===== src/verilog/timing_pkg.sv =====
package timing_pkg;

    // the eight timing phases of one frame, in the order they occur
    typedef enum logic [2:0] {
        V1 = 3'd0,
        W2 = 3'd1,
        X1 = 3'd2,
        X7 = 3'd3,
        Y6 = 3'd4,
        Y7 = 3'd5,
        Z2 = 3'd6,
        Z6 = 3'd7
    } phase_e;

    // one strobe per phase, exactly one high in any clock
    typedef struct packed {
        logic v1;
        logic w2;
        logic x1;
        logic x7;
        logic y6;
        logic y7;
        logic z2;
        logic z6;
    } phase_t;

endpackage


===== src/verilog/sampler_pkg.sv =====
package sampler_pkg;

    // state of one base-3 gate digit
    typedef enum logic [1:0] {
        GT1 = 2'd0,
        GT2 = 2'd1,
        GT3 = 2'd2
    } gt_e;

    typedef struct packed {
        gt_e c4;
        gt_e c3;
        gt_e c2;
        gt_e c1;
    } gate_cnt_t;

    // discrete inputs, raw at the top level and buffered inside
    typedef struct packed {
        logic cr1;
        logic cr2;
        logic gc1;
        logic gc2;
        logic din11;
        logic din12;
        logic ssfb2;
        logic ssfb3;
    } disc_t;

    typedef struct packed {
        logic crcav;
        logic icsd;
        logic pbg2v;
        logic pcg2v;
        logic paav;
        logic pcav;
        logic lgav;
        logic dls;
        logic etcr;
        logic domc1;
        logic diad;
        logic ssa;
        logic resmv;
        logic mlav;
        logic c4rdn;
        logic g1dv;
        logic g2dv;
        logic g3dv;
        logic g6dv;
        logic g7dv;
    } qual_t;

    typedef struct packed {
        logic dc1;
        logic dc2;
        logic dc3;
        logic dc4;
        logic ml1_2;
    } status_t;

endpackage


===== src/verilog/phase_gen.sv =====
module phase_gen
    import timing_pkg::*;
(
    input  logic   sim_clk,
    input  logic   arst_n,
    output phase_t phase,
    output logic   frame_end
);

    phase_e state;

    always_ff @(posedge sim_clk or negedge arst_n) begin
        if (!arst_n) begin
            state <= V1;
        end else begin
            state <= (state == Z6) ? V1 : phase_e'(state + 3'd1);
        end
    end

    // one-hot strobes straight from the phase register
    always_comb begin
        phase = '0;
        case (state)
            V1: phase.v1 = 1'b1;
            W2: phase.w2 = 1'b1;
            X1: phase.x1 = 1'b1;
            X7: phase.x7 = 1'b1;
            Y6: phase.y6 = 1'b1;
            Y7: phase.y7 = 1'b1;
            Z2: phase.z2 = 1'b1;
            default: phase.z6 = 1'b1;
        endcase
    end

    assign frame_end = (state == Z6);

endmodule


===== src/verilog/gate_counter.sv =====
module gate_counter
    import sampler_pkg::*;
(
    input  logic      sim_clk,
    input  logic      arst_n,
    input  logic      frame_end,
    output gate_cnt_t gates
);

    logic step_c2;
    logic step_c3;
    logic step_c4;

    function automatic gt_e gt_next(input gt_e d);
        case (d)
            GT1: gt_next = GT2;
            GT2: gt_next = GT3;
            default: gt_next = GT1;
        endcase
    endfunction

    // a digit steps when every digit below it wraps in the same frame
    assign step_c2 = frame_end && (gates.c1 == GT3);
    assign step_c3 = step_c2 && (gates.c2 == GT3);
    assign step_c4 = step_c3 && (gates.c3 == GT3);

    always_ff @(posedge sim_clk or negedge arst_n) begin
        if (!arst_n) begin
            gates.c1 <= GT1;
            gates.c2 <= GT1;
            gates.c3 <= GT1;
            gates.c4 <= GT1;
        end else begin
            if (frame_end) begin
                gates.c1 <= gt_next(gates.c1);
            end
            if (step_c2) begin
                gates.c2 <= gt_next(gates.c2);
            end
            if (step_c3) begin
                gates.c3 <= gt_next(gates.c3);
            end
            if (step_c4) begin
                gates.c4 <= gt_next(gates.c4);
            end
        end
    end

endmodule


===== src/verilog/dia_bank.sv =====
module dia_bank
    import sampler_pkg::*;
#(
    parameter int SYNC_STAGES = 2
) (
    input  logic  sim_clk,
    input  logic  arst_n,
    input  disc_t disc,
    output disc_t disc_s
);

    disc_t sync_q [SYNC_STAGES];

    // plain shift chain, stage 0 takes the raw discretes
    always_ff @(posedge sim_clk or negedge arst_n) begin
        if (!arst_n) begin
            for (int i = 0; i < SYNC_STAGES; i++) begin
                sync_q[i] <= '0;
            end
        end else begin
            sync_q[0] <= disc;
            for (int i = 1; i < SYNC_STAGES; i++) begin
                sync_q[i] <= sync_q[i-1];
            end
        end
    end

    assign disc_s = sync_q[SYNC_STAGES-1];

endmodule


===== src/verilog/sd_sampler.sv =====
module sd_sampler
    import timing_pkg::*;
    import sampler_pkg::*;
(
    input  logic      sim_clk,
    input  logic      arst_n,
    input  phase_t    phase,
    input  gate_cnt_t gates,
    input  qual_t     qual,
    input  disc_t     disc_s,
    output status_t   status
);

    logic cr1_n, cr2_n, gc1_n, gc2_n;
    logic din11_n, din12_n, ssfb2_n, ssfb3_n;
    logic icsd_n, etcr_n, c4rdn_n;
    logic g1dv_n, g3dv_n, g6dv_n, g7dv_n;

    logic x7_clr, y6_clr;
    logic dc1_set, dc1_clr;
    logic dc2_set, dc2_clr;
    logic dc3_set, dc3_clr;
    logic dc4_set, dc4_clr;
    logic ml_set, ml_clr;

    assign cr1_n   = ~disc_s.cr1;
    assign cr2_n   = ~disc_s.cr2;
    assign gc1_n   = ~disc_s.gc1;
    assign gc2_n   = ~disc_s.gc2;
    assign din11_n = ~disc_s.din11;
    assign din12_n = ~disc_s.din12;
    assign ssfb2_n = ~disc_s.ssfb2;
    assign ssfb3_n = ~disc_s.ssfb3;
    assign icsd_n  = ~qual.icsd;
    assign etcr_n  = ~qual.etcr;
    assign c4rdn_n = ~qual.c4rdn;
    assign g1dv_n  = ~qual.g1dv;
    assign g3dv_n  = ~qual.g3dv;
    assign g6dv_n  = ~qual.g6dv;
    assign g7dv_n  = ~qual.g7dv;

    //////////////////////////////
    // delay counter sample flags
    //////////////////////////////

    // clears shared between several flags
    assign x7_clr = phase.x7 & qual.pcg2v & etcr_n & qual.lgav;
    assign y6_clr = phase.y6 & qual.paav & g1dv_n & g7dv_n;

    assign dc1_set = phase.x7 & qual.dls & (gates.c1 == GT3);
    assign dc1_clr = (phase.z6 & qual.paav & g6dv_n & qual.g7dv) | x7_clr;

    assign dc2_set = phase.x7 & qual.dls & (gates.c2 == GT3) & (gates.c1 != GT3);
    assign dc2_clr = y6_clr | x7_clr;

    assign dc3_set = phase.x7 & qual.dls & qual.etcr & (gates.c3 == GT3);
    assign dc3_clr = dc2_clr;

    assign dc4_set = phase.x7 & qual.dls & qual.etcr & qual.domc1 & (gates.c4 == GT3);
    assign dc4_clr = y6_clr
                   | (phase.y6 & qual.lgav & qual.pcav & qual.g2dv & g3dv_n & etcr_n);

    //////////////////////////////
    // mode latch
    //////////////////////////////

    // the nine set products, one per line
    assign ml_set = (phase.y7 & qual.icsd & qual.pbg2v & qual.crcav & cr1_n)
                  | (phase.y7 & qual.paav & g1dv_n & g7dv_n & c4rdn_n)
                  | (phase.x1 & qual.icsd & qual.pcg2v & qual.crcav & cr2_n)
                  | (phase.z2 & icsd_n & qual.crcav & qual.pbg2v & gc1_n)
                  | (phase.z2 & ssfb2_n & qual.ssa & qual.pbg2v)
                  | (phase.w2 & icsd_n & qual.crcav & qual.pcg2v & gc2_n)
                  | (phase.z2 & din11_n & qual.pbg2v & qual.diad)
                  | (phase.w2 & din12_n & qual.pcg2v & qual.diad)
                  | (phase.x1 & ssfb3_n & qual.pcg2v & qual.ssa);

    assign ml_clr = phase.z2 & qual.resmv & qual.mlav;

    //////////////////////////////
    // latch registers
    //////////////////////////////

    // clear beats set, otherwise the latch holds
    always_ff @(posedge sim_clk or negedge arst_n) begin
        if (!arst_n) begin
            status <= '0;
        end else begin
            if (dc1_clr) status.dc1 <= 1'b0;
            else if (dc1_set) status.dc1 <= 1'b1;
            if (dc2_clr) status.dc2 <= 1'b0;
            else if (dc2_set) status.dc2 <= 1'b1;
            if (dc3_clr) status.dc3 <= 1'b0;
            else if (dc3_set) status.dc3 <= 1'b1;
            if (dc4_clr) status.dc4 <= 1'b0;
            else if (dc4_set) status.dc4 <= 1'b1;
            if (ml_clr) status.ml1_2 <= 1'b0;
            else if (ml_set) status.ml1_2 <= 1'b1;
        end
    end

endmodule


===== src/verilog/sd_sampler_top.sv =====
module sd_sampler_top
    import timing_pkg::*;
    import sampler_pkg::*;
#(
    parameter int SYNC_STAGES = 2
) (
    input  logic      sim_clk,
    input  logic      arst_n,
    input  disc_t     disc,
    input  qual_t     qual,
    output status_t   status,
    output phase_t    phase,
    output gate_cnt_t gates
);

    logic  frame_end;
    disc_t disc_s;

    phase_gen u_phase_gen (
        .sim_clk   (sim_clk),
        .arst_n    (arst_n),
        .phase     (phase),
        .frame_end (frame_end)
    );

    gate_counter u_gate_counter (
        .sim_clk   (sim_clk),
        .arst_n    (arst_n),
        .frame_end (frame_end),
        .gates     (gates)
    );

    // discretes are asynchronous, so they only reach the sampler buffered
    dia_bank #(
        .SYNC_STAGES (SYNC_STAGES)
    ) u_dia_bank (
        .sim_clk (sim_clk),
        .arst_n  (arst_n),
        .disc    (disc),
        .disc_s  (disc_s)
    );

    sd_sampler u_sd_sampler (
        .sim_clk (sim_clk),
        .arst_n  (arst_n),
        .phase   (phase),
        .gates   (gates),
        .qual    (qual),
        .disc_s  (disc_s),
        .status  (status)
    );

endmodule


===== config.mk =====
export PLATFORM = sky130hd
export DESIGN_NAME = sd_sampler_top
export DESIGN_NICKNAME = d
export VERILOG_FILES = /design/src/verilog/timing_pkg.sv /design/src/verilog/sampler_pkg.sv /design/src/verilog/phase_gen.sv /design/src/verilog/gate_counter.sv /design/src/verilog/dia_bank.sv /design/src/verilog/sd_sampler.sv /design/src/verilog/sd_sampler_top.sv
export SDC_FILE = /design/constraint.sdc
export NUM_CORES = 1
export LEC_CHECK = 0
export BUFFER_PORTS_ARGS = -buffer_cell sky130_fd_sc_hd__buf_4
export CAP_MARGIN = 0
export CORE_MARGIN = 5
export CORE_UTILIZATION = 38
export CTS_CLUSTER_DIAMETER = 80
export CTS_CLUSTER_SIZE = 14
export DETAILED_ROUTE_END_ITERATION = 6
export GPL_ROUTABILITY_DRIVEN = 0
export HOLD_SLACK_MARGIN = 0.06
export MAX_ROUTING_LAYER = met4
export SYNTH_ARGS = -nofsm -noshare
export SYNTH_HDL_FRONTEND = slang
export SYNTH_SLANG_ARGS = --single-unit
export TNS_END_PERCENT = 1

===== constraint.sdc =====
create_clock -name sim_clk -period 3.6 [get_ports sim_clk]
set_input_delay 0.54 -clock sim_clk [delete_from_list [all_inputs] [get_ports sim_clk]]
set_output_delay 0.54 -clock sim_clk [all_outputs]
set_load 0.05 [all_outputs]

-- After elaboration in Yosys (flattened, before gate mapping)
Index checks and enable logic that the tools add are counted.
- bits of input ports: 30
- word-level logic and storage cells: 162
- output and inout bits: 21
- flip-flop bits (word level): 32
- add/subtract/negate cells: 1
- equal/unequal tests: 16
- multiplexer cells: 23
- reductions and logical operators: 14
- bitwise gates (word level): 82
- operators by type and width (operator ; number):
    $and 1x1->1 ; 56
    $mux 1 ; 18
    $pmux 2 s2 ; 4
    $not 1->1 ; 15
    $eq 3x3->1 const B ; 4
    $or 1x1->1 ; 11
    $reduce_bool 2->1 ; 5
    $eq 2x1->1 const B ; 4
    $eq 2x2->1 const B ; 4
    $logic_not 2->1 ; 4
    $reduce_or 7->1 ; 1
    $eq 3x2->1 const B ; 2
    $add 3x1->3 const B ; 1
    $eq 3x1->1 const B ; 1
    $logic_and 1x1->1 ; 3
    $logic_not 3->1 ; 1
    $mux 3 ; 1
    $ne 2x2->1 const B ; 1

-- Longest topological paths before layout
Gate-level depths: netlist of run 1.
- depth in word-level cells: 16
- gate-level depth with buffers: 6
- gate-level depth less buffers: 6

-- Modules after synthesis
From an unflattened synthesis of run 1, not the netlist that was laid out.
- cell total of the unflattened synthesis: 118
- area total of the unflattened synthesis: 1425.1 um^2
- by module, submodules not included (module ; sequential area each (um^2) ; area an instance (um^2) ; cells an instance ; times used):
    dia_bank ; 400.4 ; 460.4 ; 24 ; 1
    gate_counter ; 200.2 ; 384.1 ; 30 ; 1
    sd_sampler ; 125.1 ; 354.1 ; 42 ; 1
    phase_gen ; 75.1 ; 226.5 ; 22 ; 1

-- Worst setup path after synthesis of run 1
No wires, ideal clock.
- path kind: reg-to-output
- start: register u_phase_gen.state[2]
- end: output phase[0] in the netlist's numbering
- path buffers: 1
- slack: 316 ps
- stages on the path, launching flop included: 5
- required time: 3060 ps
- arrival time: 2744 ps
- cells stage by stage: dfrtp_1 -> clkbuf_1 -> inv_1 -> ha_1 -> nor4_1
- RTL lines (item ; RTL line ; RTL):
    start: declaration ; phase_gen.sv:10 ; phase_e state;
    start signal: assignment ; phase_gen.sv:16 ; state <= (state == Z6) ? V1 : phase_e'(state + 3'd1);
    end: declaration ; sd_sampler_top.sv:12 ; output phase_t phase,

==> summary.md, run 1 <==
| Metric | Value |
|---|---|
| Synth top area share | 0.595 |
| Avg WL per Cell | 13.7 um |
| Critical path startpoint category | register |
| Setup violators final | 0 |
| # fillers | around 310 |
| Die Span Y | between 60 and 70 um |
| NumNets Final | 204 |
| FF+latch count, synth | 32 |
| Post-Route M1 WL | ~1.2 mm |
| Place WS | around 1.4 ns |
| Cell mode on critical path | ha_1 |
| Setup bufs post-CTS | 0 |
| Die width | 69.5 um |
| Clk slew on worst S/H paths | 0.11 ns |
| Leading area contributor after synthesis | dfrtp_1 |
| Worst setup EP type | primary output |
| CP bufs+invs | 1 |
| Port Buffer Count | 50 |
| Synthesized net count | approximately 150 |
| Wire length on met2 | 1.51 mm |
| CP startpoint | u_phase_gen.state[0] |
| Worst Path Max Fanout | 6 |
| Synthesized cell area | 1350 um2 |
| Post_cts resized | 0 |
| Clk_lat worst skew | 0.34 ns |
| First-pass DRT Iterations | 4 |
| Tot GR Track Use | 0.132 |
| Most frequent cells in the layout | buf_4 (50), dfrtp_1 (32), nor2_1 (8), nand2_1 (8) |
| Worst hold slack | roughly 0.11 ns |
| Rows | 21 |
| Synth unique cells | 33 |
| Drt via density | between 4 and 5 |
| H-tree Lvls | 2 |
| ANT cells | 0 |
| Initial Util | 0.397 |
| Seq/Total Area, Yosys | 0.595 |
| Layout Utilization | 0.542 |
| Final Hold Viols | 0 |
| Worst min-delay path class | input pin to asynchronous set/reset pin |
| Ys Warns | 0 |
| Slowest stage delay, CP | ~0.42 ns |
| DPL Wire Length | 2.35 mm |
| CTS Buf Count | 5 |
| Routed WL | between 2 and 3 mm |
| Status | finished, final reports clean |
| Setup_tns | 0 ns |
| Vias | 1019 |
| Pin slew with the least headroom to its limit | approximately 0.40 ns |
| Share of layout cells above drive strength 1 | 0.379 |
| WL met3 | 204 um |
| Leak pwr | approximately 1 nW |
| Setup CP Type | register to primary output |
| Core area | roughly 3400 um2 |
| Delay-heaviest family, CP | adder cells |
| Fin. max-slew vios | 0 |
| Max layer used | met4 |
| Peak Freq | between 0.4 and 0.5 GHz |
| Initial antenna violation count | 0 |
| CTS tree | built |
| Minimum clock period | between 2 and 2.5 ns |
| Clk root buf | clkbuf_4 |
| Residual DRC | 0 |
| Remaining Overflow, GRT | 0 |
| Crit path cell chain | ha_1 -> ha_1 -> nor4_1 -> buf_4 |
| Full die area | 4830 um2 |
| Area growth, synth to finish | 36.4% |
| Multi-input gate area | between 500 and 600 um2 |
| Initial detailed-routing violation count | 33 |
| R2r startpoint | u_phase_gen.state[2] |
| Worst setup margin | approximately 1.1 ns |
| Clk_skew | about 0.013 ns |
| PwrDens | around 350 nW/um2 |
| Most common cell after layout, fill and taps aside | buf_4 |
| Crit path max-delay cell type | dfrtp_1 |
| Arrival time at the worst endpoint | approximately 1.9 ns |
| Hold_buf cts | 0 |
| Pwr Total | roughly 640 uW |
| Reg area | roughly 800 um2 |
| First-pass GRT wire length | 4.87 mm |
| Slew headroom | 0.733 |
| Synthesized instance count | 112 |
| Fin crit share | 0.684 |
| Syn Area/Cell | roughly 12 um2 |
| Max cap viols | 0 |
| Top Ports | 51 |
| Largest net degree at the start of global routing | 33 |
| CTS Buffer Depth | 2 |
| Clock sink count | 32 |
| Worst EP required | 3.06 ns |
| Synth top area cells | dfrtp_1 (59%), ha_1 (5.6%), nor2b_1 (2.8%), nand2_1 (2.2%), nor2_1 (2.2%) |
| Number of global-route vias before repair | roughly 1000 |
| Antenna violation net count after detailed routing | 0 |
| Worst VDD drop | ~0.29 mV |
| RSZ-0062 raised after global routing | no |
[synth_stat cells]
cell and number:
o31ai_1 1, or3b_1 1, inv_1 6, dfrtp_1 32
ha_1 6, nor4_1 2, nand4bb_1 1, nand3b_1 1
mux2_2 2, and2_1 2, nor2b_1 6, nor3_1 4
nor2_1 8, o21ai_0 1, nand2_1 8, and2b_2 1
and3_1 3, clkbuf_1 1, nor3b_1 3, or3b_4 1
a21boi_0 1, and4b_1 1, nand4b_1 1, mux2i_1 1
a21o_1 2, o21ai_1 2, nor3b_4 1, a31oi_1 3
nand3b_4 1, nand3_1 3, a21oi_1 3, mux2_1 2
o22ai_1 1
[worst register-to-register path, delay by kind of cell, from the launching register on]
kind                     cells  cell delay (ns)
AND/OR/NAND/NOR              3             0.80
adder cells (fa/ha/maj)      1             0.38
multiplexers                 1             0.34
flip-flops                   1             0.53
[through the flow]
step	area [um2]	std cells
after global routing	1840	215
after detailed placement	1780	207
after global placement	1780	207
after floorplan	1350	112
final	1840	215
after CTS	1840	215
[cell type report]
class | count | share of cell area
inverters | 6 | 0.0123
multi-input cells | 73 | 0.283
clock inverters | 3 | 0.0129
clock buffers | 5 | 0.0204
repair buffers | 50 | 0.204
well taps | 46 | 0.0313
flip-flops and latches | 32 | 0.436
[path summary, 6_finish.rpt]
| path | end | slack (ns) | cells after the start |
|---|---|---|---|
| min reg2reg | u_dia_bank.disc_s[6] | 0.36 | 0 |
| min | u_dia_bank.disc_s[6] | 0.11 | 1 |
| max reg2reg | u_gate_counter.gates[7] | 1.44 | 5 |
| max | phase[0] | 1.14 | 4 |
| max in group asynchronous | u_sd_sampler.status[4] | 3.20 | 1 |
| min in group sim_clk | u_dia_bank.sync_q[12] | 0.29 | 1 |
[metal layers]
layer / vias up / GRT usage
met4: 0 / 0.0651
li1: 502 / -
met2: 30 / 0.214
met1: 481 / 0.137
met5: - / -
met3: 6 / 0.0565
[logic make-up (layout without fill, tap and decap cells)]
family          count (synthesis)  in the layout  synth area share
simple gates                   48             48             0.226
flops                          32             32             0.595
compound gates                 14             14            0.0632
buf+inv                         7             64            0.0195
fa+ha+maj                       6              6            0.0558
mux                             5              5            0.0409
[registers in the layout (all words and copies together), names as in the netlist]
name	flops
u_sd_sampler.status	5
u_gate_counter.gates	8
u_dia_bank.disc_s	8
u_phase_gen.state	3
u_dia_bank.sync_q	8
[where the power goes]
part | leakage (nW) | switching, mW | internal, mW | total [mW]
registers | 0.396 | 0.00369 | 0.371 | 0.374
clock network | 0.0274 | 0.133 | 0.0767 | 0.210
logic | 0.550 | 0.0256 | 0.0271 | 0.0527
Power figures use the tool's default switching activity.
==> inputs of run 2 (changes only) <==
--- a/config.mk
+++ b/config.mk
@@ -5,6 +5,7 @@
 export SDC_FILE = /design/constraint.sdc
 export NUM_CORES = 1
 export LEC_CHECK = 0
+export ABC_AREA = 1
 export BUFFER_PORTS_ARGS = -buffer_cell sky130_fd_sc_hd__buf_4
 export CAP_MARGIN = 0
 export CORE_MARGIN = 5
@@ -15,6 +16,7 @@
 export GPL_ROUTABILITY_DRIVEN = 0
 export HOLD_SLACK_MARGIN = 0.06
 export MAX_ROUTING_LAYER = met4
+export PLACE_DENSITY = 0.66
 export SYNTH_ARGS = -nofsm -noshare
 export SYNTH_HDL_FRONTEND = slang
 export SYNTH_SLANG_ARGS = --single-unit
==> constraint.sdc (replaced) <==
create_clock -name sim_clk -period 2 [get_ports sim_clk]
set_input_delay 0.3 -clock sim_clk [delete_from_list [all_inputs] [get_ports sim_clk]]
set_output_delay 0.3 -clock sim_clk [all_outputs]
set_load 0.05 [all_outputs]
==> run 2 against run 1 <==
Compared with the run above: utilization grew 0.25 points; worst setup slack got worse by 1.0 ns; non-clock buffer count grew 1; via count grew 17%; synthesized area grew 6.4%; sequential share of layout area down 3.4 points; largest cell class unchanged; die area up 5.5%; clock power grew to 3.0 times the previous value; critical path depth up 2; first-iteration DRC count rose by 9.1%.
==> summary.md, run 2 <==
| Metric | Value |
|---|---|
| Status | finished, final reports clean |
| Routed WL | just over 3 mm |
| Rows | 22 |
| Seq/Total Area, Yosys | 0.559 |
| Clock sink count | 32 |
| DPL Wire Length | approximately 2.4 mm |
| Synthesized instance count | between 150 and 200 |
| Area growth, synth to finish | 39.1% |
| Synthesized net count | 200 |
| R2r startpoint | u_phase_gen.state[0] |
| First-pass DRT Iterations | 4 |
| Antenna violation net count after detailed routing | 0 |
| Worst VDD drop | between 0.4 and 0.5 mV |
| Reg2reg setup slack | approximately 0.28 ns |
| Cell mode on critical path | ha_1 |
| Max cap viols | 0 |
| Die width | between 70 and 80 um |
| PwrDens | just over 700 nW/um2 |
| Worst Path Max Fanout | 4 |
| Worst EP required | 1.70 ns |
| Pin slew with the least headroom to its limit | between 0.3 and 0.4 ns |
| FF+latch count, synth | 32 |
| CTS Buf Count | 5 |
| CP startpoint | u_phase_gen.state[0] |
| Share of layout cells above drive strength 1 | 0.297 |
| Place WS | roughly 0.28 ns |
| ANT cells | 0 |
| Worst setup EP type | primary output |
| Tot GR Track Use | 0.137 |
| Drt via density | roughly 4.4 |
| Crit path max-delay cell type | dfrtp_1 |
| Clk root buf | clkbuf_8 |
| Clk_lat worst skew | approximately 0.28 ns |
| Core area | between 3000 and 4000 um2 |
| Peak Freq | roughly 0.53 GHz |
| Final Hold Viols | 0 |
| Slew headroom | 0.738 |
| Initial detailed-routing violation count | 36 |
| Clk slew on worst S/H paths | approximately 0.070 ns |
| Number of global-route vias before repair | between 1000 and 1500 |
| Synth cell count leaders | inv_1 (39), dfrtp_1 (32), nor2_1 (26), nand2_1 (23), nand3_1 (10) |
| Worst setup margin | 0.122 ns |
| Slowest stage delay, CP | roughly 0.4 ns |
| CTS Buffer Depth | 2 |
| Avg WL per Cell | between 10 and 15 um |
| Pwr Total | about 1.4 mW |
| NumNets Final | approximately 260 |
| Arrival time at the worst endpoint | around 1.6 ns |
| Post-synth EDFFs | 0 |
| Synth top area share | 0.559 |
| Minimum clock period | 1.88 ns |
| Most common cell after layout, fill and taps aside | buf_4 |
| Largest net degree at the start of global routing | 33 |
| H-tree Lvls | 2 |
| Leading area contributor after synthesis | dfrtp_1 |
| Leak pwr | around 1.1 nW |
| Top-count cell post-synth | inv_1 |
| CP Capture Point | phase[0] |
| Cell count of the worst reg-to-reg path | 9 |
| Setup violators final | 0 |
| Top Ports | 51 |
| Fin crit share | 0.939 |
| Port Buffer Count | 50 |
| Critical path startpoint category | register |
| Synth top area cells | dfrtp_1 (56%), inv_1 (10%), nor2_1 (6.8%), nand2_1 (6.0%), ha_1 (5.2%) |
| Vias | approximately 1200 |
| Crit path cell chain | ha_1 -> ha_1 -> nor2_1 -> nand3_1 -> inv_1 -> buf_6 |
| RSZ-0062 raised after global routing | no |
| Clk_skew | ~0.0019 ns |
| Residual DRC | 0 |
| # fillers | 350 |
| Synthesized cell area | approximately 1400 um2 |
| Asr flop ratio synth | 1.00 |
| Setup CP Type | register to primary output |
| Remaining Overflow, GRT | 0 |
| RR Endpoint | u_gate_counter.gates[6] |
| Full die area | between 5000 and 6000 um2 |
| First-pass GRT wire length | between 5 and 6 mm |
| Ys Warns | 0 |
| Die Span Y | between 70 and 80 um |
| Worst min-delay path class | input pin to register |
| Most frequent cells in the layout | buf_4 (49), inv_1 (39), dfrtp_1 (31) |
| Synth unique cells | 19 |
| Primary FF master, synth | dfrtp_1 |
| Setup_tns | 0 ns |
| Initial antenna violation count | 0 |
| CTS tree | built |
| Fin. max-slew vios | 0 |
| Initial Util | 0.391 |
| Syn Area/Cell | around 8.7 um2 |
-- run 2: cell types whose count changed after synthesis, sizes merged, moves of 5 or more --
cell / previous run / this run
inv: 6 / 39
nand4: 0 / 5
nand2: 8 / 25
nand3: 3 / 10
nor2: 8 / 28
nor2b: 6 / 0
-- run 2: power by group --
part           internal [mW]  total, mW  leakage, nW  switching [mW]
registers              0.672      0.681        0.391         0.00881
logic                 0.0602      0.136        0.660          0.0755
clock network          0.375      0.626       0.0548           0.252
total                   1.11       1.44         1.11           0.336
-- run 2: layout make-up --
| cell class | count | area [um2] | area share |
|---|---|---|---|
| flip-flops and latches | 32 | 802 | 0.402 |
| multi-input cells | 92 | 480 | 0.241 |
| repair buffers | 51 | 389 | 0.195 |
| inverters | 39 | 146 | 0.0734 |
| clock buffers | 5 | 68.8 | 0.0345 |
| well taps | 48 | 60.1 | 0.0301 |
| clock inverters | 3 | 46.3 | 0.0232 |
-- run 2: worst max-delay path, delay by kind of cell (launching register included) --
| kind | cells | cell delay [ns] |
|---|---|---|
| flops | 1 | 0.41 |
| buf+inv | 2 | 0.23 |
| simple gates | 2 | 0.20 |
| fa+ha+maj | 2 | 0.44 |
-- run 2: layer usage --
layer	global-route usage	vias up	wire (um)
li1	-	616	-
met1	0.169	548	1340
met2	0.207	26	1480
met3	0.0463	4	190
met4	0.0564	0	40
met5	-	-	0
-- run 2: logic make-up (layout without fill, tap and decap cells) --
group                      Yosys count  count (layout)  synth area share
adders and majority gates            6               6            0.0524
DFF                                 32              32             0.559
buffers and inverters               40              98             0.106
AOI/OAI and AO/OA                   17              17            0.0708
and+or+nand+nor                     69              69             0.212
-- run 2: repair_timing --
| action | CTS | global route |
|---|---|---|
| setup buffers | 0 | 0 |
| hold buffers | 1 | 0 |
| gates resized for setup | 0 | 2 |
| endpoints found under the setup margin | 0 | 1 |
| endpoints found under the hold margin | 32 | 0 |
-- run 2: worst min path at each step --
stage / from / end / depth (start not counted)
2_1_floorplan: arst_n / u_dia_bank.disc_s[0] / 0
3_3_place_gp: arst_n / u_sd_sampler.status[1] / 1
3_5_place_dp: arst_n / u_sd_sampler.status[1] / 1
4_1_cts: disc[6] / u_dia_bank.sync_q[14] / 1
5_1_grt: disc[3] / u_dia_bank.sync_q[11] / 1
6_report: disc[7] / u_dia_bank.sync_q[15] / 1
-- run 2: metrics by stage --
stage                     area, um2  hold WS, ns  utilization  instances
after floorplan                1430      0.00441            -        164
after global placement         1860        0.257        0.509        261
after detailed placement       1860        0.256        0.509        261
after CTS                      1990        0.110        0.543        270
after global routing           1990        0.101        0.544        270
final                          1990        0.120        0.544        270
